===== src/cpuTypesPkg.sv =====
package cpuTypesPkg;

    // datapath geometry
    localparam int dataWidth = 32;   // bus and register width
    localparam int numRegs   = 16;   // general registers R0..R15

    // iterative multiply/divide
    localparam int mulDivSteps    = 32;   // one step per operand bit
    localparam int stepCountWidth = $clog2(mulDivSteps + 1);

    typedef logic [dataWidth-1:0] wordT;

    // alu operation codes
    typedef enum logic [4:0] {
        aluAdd  = 5'b00000,
        aluSub  = 5'b00001,
        aluAnd  = 5'b00010,
        aluOr   = 5'b00011,
        aluShr  = 5'b00100,   // logical right
        aluShra = 5'b00101,   // arithmetic right
        aluShl  = 5'b00110,
        aluRol  = 5'b00111,
        aluNeg  = 5'b01000,
        aluNot  = 5'b01001,
        aluMul  = 5'b01010,   // multi-cycle
        aluDiv  = 5'b01011,   // multi-cycle
        aluRor  = 5'b11011
    } aluOpT;

endpackage


===== src/busPkg.sv =====
package busPkg;

    // general register number sized from the register count
    typedef logic [$clog2(cpuTypesPkg::numRegs)-1:0] regIndexT;

    // which block drives the shared bus this cycle
    typedef enum logic [3:0] {
        srcNone,   // bus reads zero when nothing is selected
        srcReg,    // general register picked by rfSelect
        srcPc,
        srcIr,
        srcY,
        srcZLo,
        srcZHi,
        srcMar,
        srcHi,
        srcLo,
        srcMdr
    } busSrcT;

endpackage


===== src/aluPort.sv =====
`timescale 1ns/1ps
interface aluPort;

    cpuTypesPkg::aluOpT opSelect;
    logic               start;      // one-cycle pulse that samples the operands
    cpuTypesPkg::wordT  operandA;   // register Y
    cpuTypesPkg::wordT  operandB;   // live bus value
    cpuTypesPkg::wordT  resultLo;
    cpuTypesPkg::wordT  resultHi;
    logic               finished;   // one-cycle pulse with results held until next start

    // bus register side
    modport issuer (
        output opSelect, start, operandA, operandB,
        input  resultLo, resultHi, finished
    );

    // alu side
    modport executor (
        input  opSelect, start, operandA, operandB,
        output resultLo, resultHi, finished
    );

endinterface


===== src/aluUnit.sv =====
`timescale 1ns/1ps
module aluUnit (
    input logic      Clock,
    input logic      reset,
    aluPort.executor alu
);
    import cpuTypesPkg::*;

    logic                      busy;
    logic [stepCountWidth-1:0] stepCount;
    aluOpT                     activeOp;
    wordT                      opndA, opndB;   // operands captured at start
    wordT                      accHi, accLo;   // shared mul/div working pair
    logic                      startMulDiv;
    logic [4:0]                shAmt;
    logic [2*dataWidth-1:0]    rotWide, rotRight, rotLeft;
    wordT                      singleResult;
    wordT                      startDividendMag;
    logic [dataWidth:0]        mulSum;
    wordT                      mulHi, mulLo;
    wordT                      divisorMag;
    logic [dataWidth:0]        divShifted, divDiff;
    logic                      quoBit;
    wordT                      divRem, divQuo;
    wordT                      finalLo, finalHi;

    assign startMulDiv = (alu.opSelect == aluMul) || (alu.opSelect == aluDiv);

    // single-cycle operations straight from the operands
    always_comb begin
        shAmt    = alu.operandB[4:0];
        rotWide  = {alu.operandA, alu.operandA};
        rotRight = rotWide >> shAmt;
        rotLeft  = rotWide << shAmt;
        case (alu.opSelect)
            aluAdd:  singleResult = alu.operandA + alu.operandB;
            aluSub:  singleResult = alu.operandA - alu.operandB;
            aluAnd:  singleResult = alu.operandA & alu.operandB;
            aluOr:   singleResult = alu.operandA | alu.operandB;
            aluShr:  singleResult = alu.operandA >> shAmt;
            aluShra: singleResult = wordT'($signed(alu.operandA) >>> shAmt);
            aluShl:  singleResult = alu.operandA << shAmt;
            aluRor:  singleResult = rotRight[dataWidth-1:0];
            aluRol:  singleResult = rotLeft[2*dataWidth-1:dataWidth];
            aluNeg:  singleResult = -alu.operandB;   // unary ops take the bus operand
            aluNot:  singleResult = ~alu.operandB;
            default: singleResult = '0;
        endcase
    end

    assign startDividendMag = alu.operandA[dataWidth-1] ? -alu.operandA : alu.operandA;

    // one shift-add step with the multiplier draining out the bottom of accLo
    always_comb begin
        mulSum = {1'b0, accHi} + (accLo[0] ? {1'b0, opndA} : '0);
        mulHi  = mulSum[dataWidth:1];
        mulLo  = {mulSum[0], accLo[dataWidth-1:1]};
    end

    // one restoring division step on magnitudes
    always_comb begin
        divisorMag = opndB[dataWidth-1] ? -opndB : opndB;
        divShifted = {accHi, accLo[dataWidth-1]};
        divDiff    = divShifted - {1'b0, divisorMag};
        quoBit     = !divDiff[dataWidth];   // no borrow means it fits
        divRem     = quoBit ? divDiff[dataWidth-1:0] : divShifted[dataWidth-1:0];
        divQuo     = {accLo[dataWidth-2:0], quoBit};
    end

    // sign fix-up applied on the last step
    always_comb begin
        if (activeOp == aluMul) begin
            // unsigned product minus the two sign-bit cross terms
            finalLo = mulLo;
            finalHi = mulHi - (opndA[dataWidth-1] ? opndB : '0)
                            - (opndB[dataWidth-1] ? opndA : '0);
        end else if (opndB == '0) begin
            finalLo = '1;      // divide by zero
            finalHi = opndA;
        end else begin
            finalLo = (opndA[dataWidth-1] ^ opndB[dataWidth-1]) ? -divQuo : divQuo;
            finalHi = opndA[dataWidth-1] ? -divRem : divRem;   // follows the dividend
        end
    end

    // control and results
    always_ff @(posedge Clock) begin
        if (reset) begin
            busy         <= 1'b0;
            stepCount    <= '0;
            alu.finished <= 1'b0;
            alu.resultLo <= '0;
            alu.resultHi <= '0;
        end else begin
            alu.finished <= 1'b0;
            if (busy) begin
                stepCount <= stepCount + 1'b1;
                if (stepCount == stepCountWidth'(mulDivSteps - 1)) begin
                    busy         <= 1'b0;
                    alu.finished <= 1'b1;
                    alu.resultLo <= finalLo;
                    alu.resultHi <= finalHi;
                end
            end else if (alu.start) begin
                if (startMulDiv) begin
                    busy      <= 1'b1;
                    stepCount <= '0;
                end else begin
                    alu.finished <= 1'b1;   // visible the cycle after start
                    alu.resultLo <= singleResult;
                    alu.resultHi <= '0;
                end
            end
        end
    end

    // working registers
    always_ff @(posedge Clock) begin
        if (busy) begin
            accHi <= (activeOp == aluMul) ? mulHi : divRem;
            accLo <= (activeOp == aluMul) ? mulLo : divQuo;
        end else if (alu.start) begin
            activeOp <= alu.opSelect;
            opndA    <= alu.operandA;
            opndB    <= alu.operandB;
            accHi    <= '0;
            accLo    <= (alu.opSelect == aluDiv) ? startDividendMag : alu.operandB;
        end
    end

    // the issuer has no busy view and must wait for finished
    startWhileBusy: assert property (
        @(posedge Clock) disable iff (reset)
        alu.start |-> !busy
    ) else $error("aluUnit: start raised while a multiply/divide is running");

    finishedPulse: assert property (
        @(posedge Clock) disable iff (reset)
        alu.finished |=> !alu.finished
    ) else $error("aluUnit: finished held longer than one cycle");

endmodule


===== src/busRegisters.sv =====
`timescale 1ns/1ps
module busRegisters (
    input  logic               Clock,
    input  logic               reset,
    // bus source strobes
    input  logic               rfOut,
    input  logic               pcOut,
    input  logic               irOut,
    input  logic               yOut,
    input  logic               zLoOut,
    input  logic               zHiOut,
    input  logic               marOut,
    input  logic               hiOut,
    input  logic               loOut,
    input  logic               mdrOut,
    // load strobes for the special registers
    input  logic               pcIn,
    input  logic               irIn,
    input  logic               yIn,
    input  logic               zIn,
    input  logic               marIn,
    input  logic               hiIn,
    input  logic               loIn,
    input  logic               mdrIn,
    input  logic               read,
    input  cpuTypesPkg::wordT  memDataIn,
    input  logic               start,
    input  cpuTypesPkg::aluOpT opSelect,
    input  cpuTypesPkg::wordT  readData,    // selected general register
    aluPort.issuer             alu,
    output cpuTypesPkg::wordT  busValue,
    output cpuTypesPkg::wordT  memAddress,
    output logic               finished
);
    import cpuTypesPkg::*;
    import busPkg::*;

    wordT   pcReg, irReg, yReg, zLoReg, zHiReg, marReg, hiReg, loReg, mdrReg;
    busSrcT busSrc;

    always_ff @(posedge Clock) begin
        if (reset) begin
            pcReg  <= '0;
            irReg  <= '0;
            yReg   <= '0;
            zLoReg <= '0;
            zHiReg <= '0;
            marReg <= '0;
            hiReg  <= '0;
            loReg  <= '0;
            mdrReg <= '0;
        end else begin
            if (pcIn)  pcReg  <= busValue;
            if (irIn)  irReg  <= busValue;
            if (yIn)   yReg   <= busValue;
            if (marIn) marReg <= busValue;
            if (hiIn)  hiReg  <= busValue;
            if (loIn)  loReg  <= busValue;
            if (zIn) begin
                zLoReg <= alu.resultLo;   // Z only ever loads from the alu
                zHiReg <= alu.resultHi;
            end
            if (mdrIn) mdrReg <= read ? memDataIn : busValue;
        end
    end

    // strobes to a single source code
    always_comb begin
        if (rfOut)       busSrc = srcReg;
        else if (pcOut)  busSrc = srcPc;
        else if (irOut)  busSrc = srcIr;
        else if (yOut)   busSrc = srcY;
        else if (zLoOut) busSrc = srcZLo;
        else if (zHiOut) busSrc = srcZHi;
        else if (marOut) busSrc = srcMar;
        else if (hiOut)  busSrc = srcHi;
        else if (loOut)  busSrc = srcLo;
        else if (mdrOut) busSrc = srcMdr;
        else             busSrc = srcNone;
    end

    always_comb begin
        case (busSrc)
            srcReg:  busValue = readData;
            srcPc:   busValue = pcReg;
            srcIr:   busValue = irReg;
            srcY:    busValue = yReg;
            srcZLo:  busValue = zLoReg;
            srcZHi:  busValue = zHiReg;
            srcMar:  busValue = marReg;
            srcHi:   busValue = hiReg;
            srcLo:   busValue = loReg;
            srcMdr:  busValue = mdrReg;
            default: busValue = '0;   // idle bus
        endcase
    end

    // alu sees Y and whatever is on the bus during the start cycle
    assign alu.opSelect = opSelect;
    assign alu.start    = start;
    assign alu.operandA = yReg;
    assign alu.operandB = busValue;

    assign finished   = alu.finished;
    assign memAddress = marReg;

    // the priority chain above would hide a second driver
    oneBusSource: assert property (
        @(posedge Clock) disable iff (reset)
        $onehot0({rfOut, pcOut, irOut, yOut, zLoOut, zHiOut, marOut, hiOut, loOut, mdrOut})
    ) else $error("busRegisters: more than one out strobe active");

endmodule


===== src/dataPath.sv =====
`timescale 1ns/1ps
module dataPath (
    input  logic               Clock,
    input  logic               reset,
    input  logic               rfOut,
    input  logic               pcOut,
    input  logic               irOut,
    input  logic               yOut,
    input  logic               zLoOut,
    input  logic               zHiOut,
    input  logic               marOut,
    input  logic               hiOut,
    input  logic               loOut,
    input  logic               mdrOut,
    input  logic               rfIn,
    input  logic               pcIn,
    input  logic               irIn,
    input  logic               yIn,
    input  logic               zIn,
    input  logic               marIn,
    input  logic               hiIn,
    input  logic               loIn,
    input  logic               mdrIn,
    input  logic               read,
    input  busPkg::regIndexT   rfSelect,
    input  cpuTypesPkg::wordT  memDataIn,   // memory read data
    input  cpuTypesPkg::aluOpT opSelect,
    input  logic               start,
    output logic               finished,
    output cpuTypesPkg::wordT  busValue,
    output cpuTypesPkg::wordT  memAddress   // from MAR
);
    import cpuTypesPkg::*;

    wordT readData;   // general register onto the bus mux

    aluPort aluLink ();

    registerFile regFile (
        .Clock    (Clock),
        .reset    (reset),
        .rfSelect (rfSelect),
        .rfIn     (rfIn),
        .busValue (busValue),
        .readData (readData)
    );

    aluUnit alu (
        .Clock (Clock),
        .reset (reset),
        .alu   (aluLink.executor)
    );

    busRegisters busRegs (
        .Clock      (Clock),
        .reset      (reset),
        .rfOut      (rfOut),
        .pcOut      (pcOut),
        .irOut      (irOut),
        .yOut       (yOut),
        .zLoOut     (zLoOut),
        .zHiOut     (zHiOut),
        .marOut     (marOut),
        .hiOut      (hiOut),
        .loOut      (loOut),
        .mdrOut     (mdrOut),
        .pcIn       (pcIn),
        .irIn       (irIn),
        .yIn        (yIn),
        .zIn        (zIn),
        .marIn      (marIn),
        .hiIn       (hiIn),
        .loIn       (loIn),
        .mdrIn      (mdrIn),
        .read       (read),
        .memDataIn  (memDataIn),
        .start      (start),
        .opSelect   (opSelect),
        .readData   (readData),
        .alu        (aluLink.issuer),
        .busValue   (busValue),
        .memAddress (memAddress),
        .finished   (finished)
    );

endmodule


===== src/registerFile.sv =====
`timescale 1ns/1ps
module registerFile (
    input  logic              Clock,
    input  logic              reset,
    input  busPkg::regIndexT  rfSelect,
    input  logic              rfIn,       // write strobe loading from the bus
    input  cpuTypesPkg::wordT busValue,
    output cpuTypesPkg::wordT readData
);
    import cpuTypesPkg::*;
    import busPkg::*;

    wordT regs [numRegs];

    always_ff @(posedge Clock) begin
        if (reset) begin
            for (int i = 0; i < numRegs; i++) begin
                regs[i] <= '0;
            end
        end else if (rfIn) begin
            regs[rfSelect] <= busValue;
        end
    end

    // the read port shares the selector so a write shows up next cycle
    assign readData = regs[rfSelect];

    // a write with a floating selector would corrupt an unknown register
    rfSelectKnown: assert property (
        @(posedge Clock) disable iff (reset)
        rfIn |-> !$isunknown(rfSelect)
    ) else $error("registerFile: write with unknown rfSelect");

endmodule

===== config.mk =====
export PLATFORM = sky130hd
export DESIGN_NAME = dataPath
export DESIGN_NICKNAME = d
export VERILOG_FILES = /design/src/cpuTypesPkg.sv /design/src/busPkg.sv /design/src/aluPort.sv /design/src/aluUnit.sv /design/src/busRegisters.sv /design/src/dataPath.sv /design/src/registerFile.sv
export SDC_FILE = /design/constraint.sdc
export NUM_CORES = 2
export LEC_CHECK = 0
export BUFFER_PORTS_ARGS = -buffer_cell sky130_fd_sc_hd__buf_2
export CAP_MARGIN = 20
export CORE_MARGIN = 5
export CORE_UTILIZATION = 55
export DETAILED_ROUTE_END_ITERATION = 8
export MAX_ROUTING_LAYER = met4
export PLACE_DENSITY = 0.71
export REMOVE_ABC_BUFFERS = 1
export SLEW_MARGIN = 20
export SYNTH_ARGS = -nofsm -noshare
export SYNTH_HDL_FRONTEND = slang
export SYNTH_SLANG_ARGS = --single-unit
export TNS_END_PERCENT = 1

===== constraint.sdc =====
create_clock -name Clock -period 11.7 [get_ports Clock]
set_input_delay 2.34 -clock Clock [delete_from_list [all_inputs] [get_ports Clock]]
set_output_delay 2.34 -clock Clock [all_outputs]
set_load 0.01 [all_outputs]

# --- Word-level counts from Yosys, hierarchy flattened ---
# Memories as Yosys holds them, arrays and structs flattened.
# Index checks and enable logic that the tools add are counted.
op_classes:
  n_reduce_logical: 10
  shift: 5
  bitwise_logic: 5
  mux: 59
  eq_ne: 26
  add_sub_neg: 12
ops:
  columns: ["operator", "count"]
  rows:
  - ["2-to-1 mux 32 bit", 29]
  - ["one-hot mux 32 bit (11 select lines)", 1]
  - ["one-hot mux 32 bit (10 select lines)", 1]
  - ["negator 32 bit", 5]
  - ["subtractor 32 bit", 3]
  - ["<< shifter 64 x 5 -> 64 bit", 1]
  - [">> shifter 64 x 5 -> 32 bit", 1]
  - ["2-to-1 mux 4 bit", 11]
  - ["adder 32 x 33 -> 33 bit", 1]
  - ["subtractor 33 x 32 -> 33 bit", 1]
  - ["adder 32 bit", 1]
  - ["AND 32 bit", 1]
  - ["zero test 32 bit", 1]
  - ["NOT 32 bit", 1]
  - ["bitwise OR 32 bit", 1]
  - ["OR reduction 32 bit", 1]
  - ["<< shifter 32 x 5 -> 32 bit", 1]
  - [">> shifter 32 x 5 -> 32 bit", 1]
  - [">>> shifter 32 x 5 -> 32 bit", 1]
  - ["equality test 5 x 4 -> 1 bit (second input constant)", 5]
  - ["equality test 5 x 3 -> 1 bit (second input constant)", 4]
  - ["2-to-1 mux 6 bit", 3]
  - ["equality test 4 x 3 -> 1 bit (second input constant)", 4]
  - ["2-to-1 mux 1 bit", 14]
  - ["other kinds (18)", 24]
word_totals:
  mem_count: 1
  wordCells: 137
  in_bits: 64
  output_inout_bits: 65
  reg_bits: 493
  ram_bits: 512
memory_table:
  columns: ["name", "depth", "width", "rd", "rd_clocked_by_memory_dff", "write_ports", "line", "text"]
  rows:
  - ["regFile.regs", 16, 32, 1, 0, 16, "registerFile.sv:13", "wordT regs [numRegs];"]

# --- Logic depth before layout (Yosys ltp) ---
logic_depth:
  depth_word: 17
  ltp_mapped: 34

# --- Modules after synthesis ---
# A second synthesis with hierarchy kept.
unflattened:
  cells_unflattened: 6676
  area_unflattened_um2: 64381.7
modules_own_cells:
  columns: ["mod", "area_per_inst_um2", "instances", "cells_each", "seq_area_each_um2"]
  rows:
  - ["aluUnit", 27835.4, 1, 3671, 5435.2]
  - ["registerFile", 22914.5, 1, 1418, 15374.7]
  - ["busRegisters", 13631.8, 1, 1587, 5765.5]

# --- Least setup slack after synthesis ---
# OpenSTA, ideal clock, no wires.
synth_timing:
  path_kind: "input to register"
  from: "input port rfSelect[1]"
  to: "register alu.alu.resultLo[31]"
  setup_time_ns: 0.120
  slack_ns: 2.639
  required_time_ns: 11.580
  stages: 25
  n_path_buf: 7
  t_arrival_ns: 8.942
  cell_sequence: "buf_2 > buf_4 > buf_4 > clkbuf_1 > clkbuf_1 > clkbuf_1 > mux4_2 > mux4_2 > a221o_1 > a221oi_1 > clkbuf_1 > inv_1 > ha_1 > a2111oi_0 > o211ai_1 > a211oi_1 > o2111ai_1 > o211ai_1 > a21oi_1 > o41ai_1 > o31ai_1 > nor4_1 > nor3_1 > xor2_1 > a211o_1"
synth_between:
  elab_chain_len: 7
  word_cells_on_any_way: 17
  classes_between: "add/sub (3); shift (5); mux (5); bitwise (3); memory (1)"
synth_lines:
  columns: ["item", "line", "text"]
  rows:
  - ["start: declaration", "dataPath.sv:25", "input busPkg::regIndexT rfSelect,"]
  - ["memory read (16 x 32 bit) *", null, null]
  - ["one-hot mux 32 bit (10 select lines) *", "busRegisters.sv:83", "case (busSrc)"]
  - ["via busValue[5]", "dataPath.sv:30", "output cpuTypesPkg::wordT busValue,"]
  - ["negator 32 bit (tied with other cells)", "aluUnit.sv:45", "aluNeg: singleResult = -alu.operandB;"]
  - ["one-hot mux 32 bit (11 select lines) *", "aluUnit.sv:35", "case (alu.opSelect)"]
  - ["2-to-1 mux 32 bit *", "aluUnit.sv:105", "if (startMulDiv) begin"]
  - ["2-to-1 mux 32 bit *", "aluUnit.sv:104", "end else if (alu.start) begin"]
  - ["2-to-1 mux 32 bit *", "aluUnit.sv:96", "if (busy) begin"]
  - ["end signal: assignment", "aluUnit.sv:101", "alu.resultLo <= finalLo;"]
  - ["end signal: assignment", "aluUnit.sv:110", "alu.resultLo <= singleResult;"]
  - ["end: declaration", "aluPort.sv:21", "output resultLo, resultHi, finished"]
# Mark *: on every way through the listed nets, which the timed path passes. The rest lies on a longest branch. The select of a mux whose other input is x is not followed.
# A chain may end at the register's enable or synchronous reset.

# --- Worst setup path in the final report ---
layout_timing:
  from: "input port rfSelect[0]"
  to: "register alu.alu.resultLo[31]"
layout_between:
  elab_chain_len: 7
  word_cells_on_any_way: 17
  classes_between: "add/sub (3); shift (5); mux (5); bitwise (3); memory (1)"
layout_lines:
  columns: ["item", "line"]
  rows:
  - ["memory read (16 x 32 bit) *", null]
  - ["one-hot mux 32 bit (10 select lines) *", "busRegisters.sv:83"]
  - ["negator 32 bit (tied with other cells)", "aluUnit.sv:45"]
  - ["one-hot mux 32 bit (11 select lines) *", "aluUnit.sv:35"]
  - ["2-to-1 mux 32 bit *", "aluUnit.sv:105"]
  - ["2-to-1 mux 32 bit *", "aluUnit.sv:104"]
  - ["2-to-1 mux 32 bit *", "aluUnit.sv:96"]
# Mark *: on every way between the ends. The rest lies on a longest branch, timed or not. The select of a mux whose other input is x is not followed.

==> results by group <==
Status
  • Outcome: complete, no violations

Synthesis
  • Post-synth top flop: edfxtp_1
  • Cell Area, Synth: 0.0621 mm2
  • Largest family of logic cells by synthesized area: compound AO/OA/AOI/OAI gates
  • Yosys reg bits: approximately 1000
  • Synth unique cells: 100
  • Mux cell area share after synthesis: 10.2%
  • Syn_area_per_cell: between 9 and 10 um2
  • Ys async rst share: 0%
  • Synth Area in XOR/XNOR: between 3 and 4%
  • Seq/Total Area, Yosys: 42.8%
  • Adder-cell area share of the yosys netlist: 5.12%
  • Post-synth EDFFs: 645
  • Post-Syn Instances: 6529
  • Compound-Gate Fraction of Synth Area: ~18%
  • Yosys warnings: 0
  • Simple logic cell fraction of the synthesized area: 15.6%

Global routing
  • Largest net degree at the start of global routing: 85
  • Met3 global-route usage: under 10%
  • Number of global-route vias before repair: 51618
  • Total grt overflow: 0
  • First-pass GRT wire length: between 300000 and 400000 um
  • Met2 usage: 62.4%
  • Initial antenna violation count: 6
  • Total GRT Usage: between 40% and 50%
  • Met1 GRT Util: 50.7%
  • GR peak layer: met2

Hold path
  • Type of the most critical hold path: reg2reg

Timing
  • Final Cycle Share: between 70% and 80%
  • Unrepaired setup endpoints after global routing: no
  • Peak Freq: 0.110 GHz
  • Setup-failing EPs final: 0
  • Max-slew violation count: 0
  • Fin. Hold Viols: 0
  • Slew HR: about 20%
  • Slew @ Worst Pin: 1.20 ns
  • Worst Skew: 0.0340 ns
  • Fin crit period: 9.09 ns

Floorplanning
  • Die H: 346 um
  • Initial Utilization: between 50% and 60%
  • Die width: approximately 350 um
  • Core Region: 0.112 mm2
  • Site Rows: ~120
  • Die area: 0.120 mm2
  • IO Pins: 129

Clocking
  • Clk_lat worst skew: about 0.73 ns
  • Clock Path Buffers: 3
  • Setup bufs post-CTS: 0
  • Clock slew at reported path FFs: 0.07 ns
  • Root Buffer: clkbuf_16
  • H-tree depth: 3
  • Hold buffer count at CTS: 0
  • CTS resizes: 0
  • TritonCTS buffer count: 105
  • CTS tree: done
  • CTS sink cnt: 1005

Drt
  • Via count: 54366
  • Drt first pass iters: 8
  • DR iter-0 viols: 7643
  • Post-Route WL: between 200000 and 250000 um
  • DRC violations left: 0
  • Remaining antenna violation count after routing: 0
  • Post-DR wirelength/cell: 30.5 um
  • Vias/cell: a little under 7

Critical path
  • Required time of the critical path: 12.30 ns
  • CP bufs+invs: 3
  • Crit path cell chain: clkbuf_8 -> mux4_2 -> mux4_2 -> nand2_1 -> o2111ai_2 -> buf_4 -> nor2_4 -> inv_2 -> ha_1 -> a21o_1 -> a21o_1 -> a2111oi_0 -> o211ai_1 -> a211oi_1 -> o2111ai_1 -> o211ai_1 -> a21oi_1 -> o41ai_1 -> o31ai_1 -> nor4_1 -> nor3_1 -> xor2_1 -> a211o_1
  • Crit path kind: in2reg
  • Critical Path AT: ~9.7 ns
  • Critical Path Start Type: input pin
  • Critical Path Sink Type: flip-flop
  • CP max FO: 60
  • CP max stage delay: between 0.8 and 0.9 ns
  • Top delay family on crit path: compound AO/OA/AOI/OAI gates
  • Slowest CP cell: a2111oi_0

Finish
  • Area of the multi-input gates: 0.0332 mm2
  • Max reg flops: 512
  • Layout cells sized above 1: 11.8%
  • Register Area: 0.0266 mm2
  • Final #Nets: between 6000 and 7000
  • Most flops, register: regFile.regs
  • Fillers: 9576
  • Layout area overhead: 9.21%
  • Final design utilization: 60.4%

Placed design
  • HPWL Detailed: 170000 um
  • Routability congestion estimate: approximately 1.1
  • Port Buf Inserts: 128

Power
  • Pleak: roughly 26 nW
  • Power density over the cells: between 150 and 200 mW/mm2
  • Final Power: approximately 0.010 W
  • Peak supply drop: 0.000133 V

Run
  • Maxcap violations: 0
-- cells by family after synthesis --
family	count (synthesis)
AND/OR/NAND/NOR	2198
AO/OA/AOI/OAI	1661
flip-flops	1005
buffers and inverters	749
multiplexers	433
XOR/XNOR	250
adder cells (fa/ha/maj)	233
-- layout make-up --
| cell class | instances | area share [%] |
|---|---|---|
| Multi-Input combinational cell | 4775 | 48.9 |
| Sequential cell | 1005 | 39.2 |
| Clock buffer | 137 | 4.29 |
| Timing Repair Buffer | 306 | 2.97 |
| Tap cell | 1500 | 2.77 |
| Inverter | 198 | 1.10 |
| Clock inverter | 60 | 0.810 |
| Antenna cell | 3 | 0.0111 |
-- where the power goes --
group,total [W],switching [W],internal (W)
registers,0.00411,0.000154,0.00395
logic,0.00300,0.00196,0.00104
clock network,0.00339,0.00151,0.00188
-- worst paths after layout --
kind / startpoint / end / slack [ns] / cells past startpoint
min reg2reg: alu.alu.resultHi[0] / alu.alu.resultHi[0] / 0.46 / 2
min: alu.alu.resultHi[0] / alu.alu.resultHi[0] / 0.46 / 2
max reg2reg: alu.opndB[2] / alu.alu.resultHi[30] / 2.71 / 30
max: rfSelect[0] / alu.alu.resultLo[31] / 2.61 / 23
-- worst register-to-register path, delay by kind of cell (launching register included) --
| family | cells | cell delay (ns) |
|---|---|---|
| and+or+nand+nor | 12 | 4.18 |
| buffers and inverters | 2 | 0.65 |
| DFF | 1 | 0.46 |
| xor gates and xnor gates | 2 | 0.34 |
| adders and majority gates | 2 | 0.62 |
| AOI/OAI and AO/OA | 12 | 2.69 |
-- routing by layer --
layer / share of wire, % / vias to the layer above
li1: - / 23659
met1: 37 / 26413
met2: 46 / 3541
met3: 10 / 753
met4: 6.9 / 0
met5: 0 / -
-- synth_stat cells (44+ instances only) --
| master | n | area, um2 |
|---|---|---|
| nor2_1 | 1118 | 4200 |
| edfxtp_1 | 645 | 19400 |
| nand2_1 | 456 | 1710 |
| clkbuf_1 | 431 | 1620 |
| a21oi_1 | 407 | 2040 |
| dfxtp_1 | 360 | 7210 |
| o21ai_0 | 278 | 1390 |
| mux2i_1 | 252 | 2520 |
| a211oi_1 | 239 | 1790 |
| ha_1 | 198 | 2480 |
| inv_1 | 193 | 724 |
| mux4_2 | 155 | 3490 |
| xnor2_1 | 152 | 1330 |
| and2_1 | 109 | 682 |
| nor3_1 | 106 | 531 |
| nand3_1 | 105 | 526 |
| xor2_1 | 98 | 858 |
| a21o_1 | 89 | 668 |
| a31oi_1 | 67 | 419 |
| o211ai_1 | 66 | 495 |
| buf_2 | 57 | 285 |
| and3_1 | 54 | 338 |
| buf_1 | 52 | 195 |
| a22oi_1 | 51 | 383 |
| nand2b_1 | 50 | 313 |
| a221o_1 | 44 | 440 |
| o31ai_1 | 44 | 330 |
-- per-stage QoR --
step / instance area (um2) / setup TNS [ns] / setup slack [ns] / cells / hold slack [ns]
after floorplan: 59900 / -0.0211 / -0.0211 / 5978 / 0.425
after global placement: 64300 / 0 / 1.98 / 7782 / 0.443
after detailed placement: 64300 / 0 / 2.04 / 7782 / 0.447
after CTS: 67800 / 0 / 2.74 / 7979 / 0.461
after global routing: 67800 / 0 / 2.22 / 7984 / 0.482
final: 67800 / 0 / 2.61 / 7984 / 0.458
-- placed cells by master (no fill, tap or decap), types with 155 or more instances in the layout --
cell and count:
a211oi_1 239, a21oi_1 402, buf_4 177, dfxtp_1 358, edfxtp_1 645, ha_1 198, inv_1 193, mux2i_1 252
mux4_2 155, nand2_1 455, nor2_1 1115, o21ai_0 277
(Power assumes the default switching activity.)
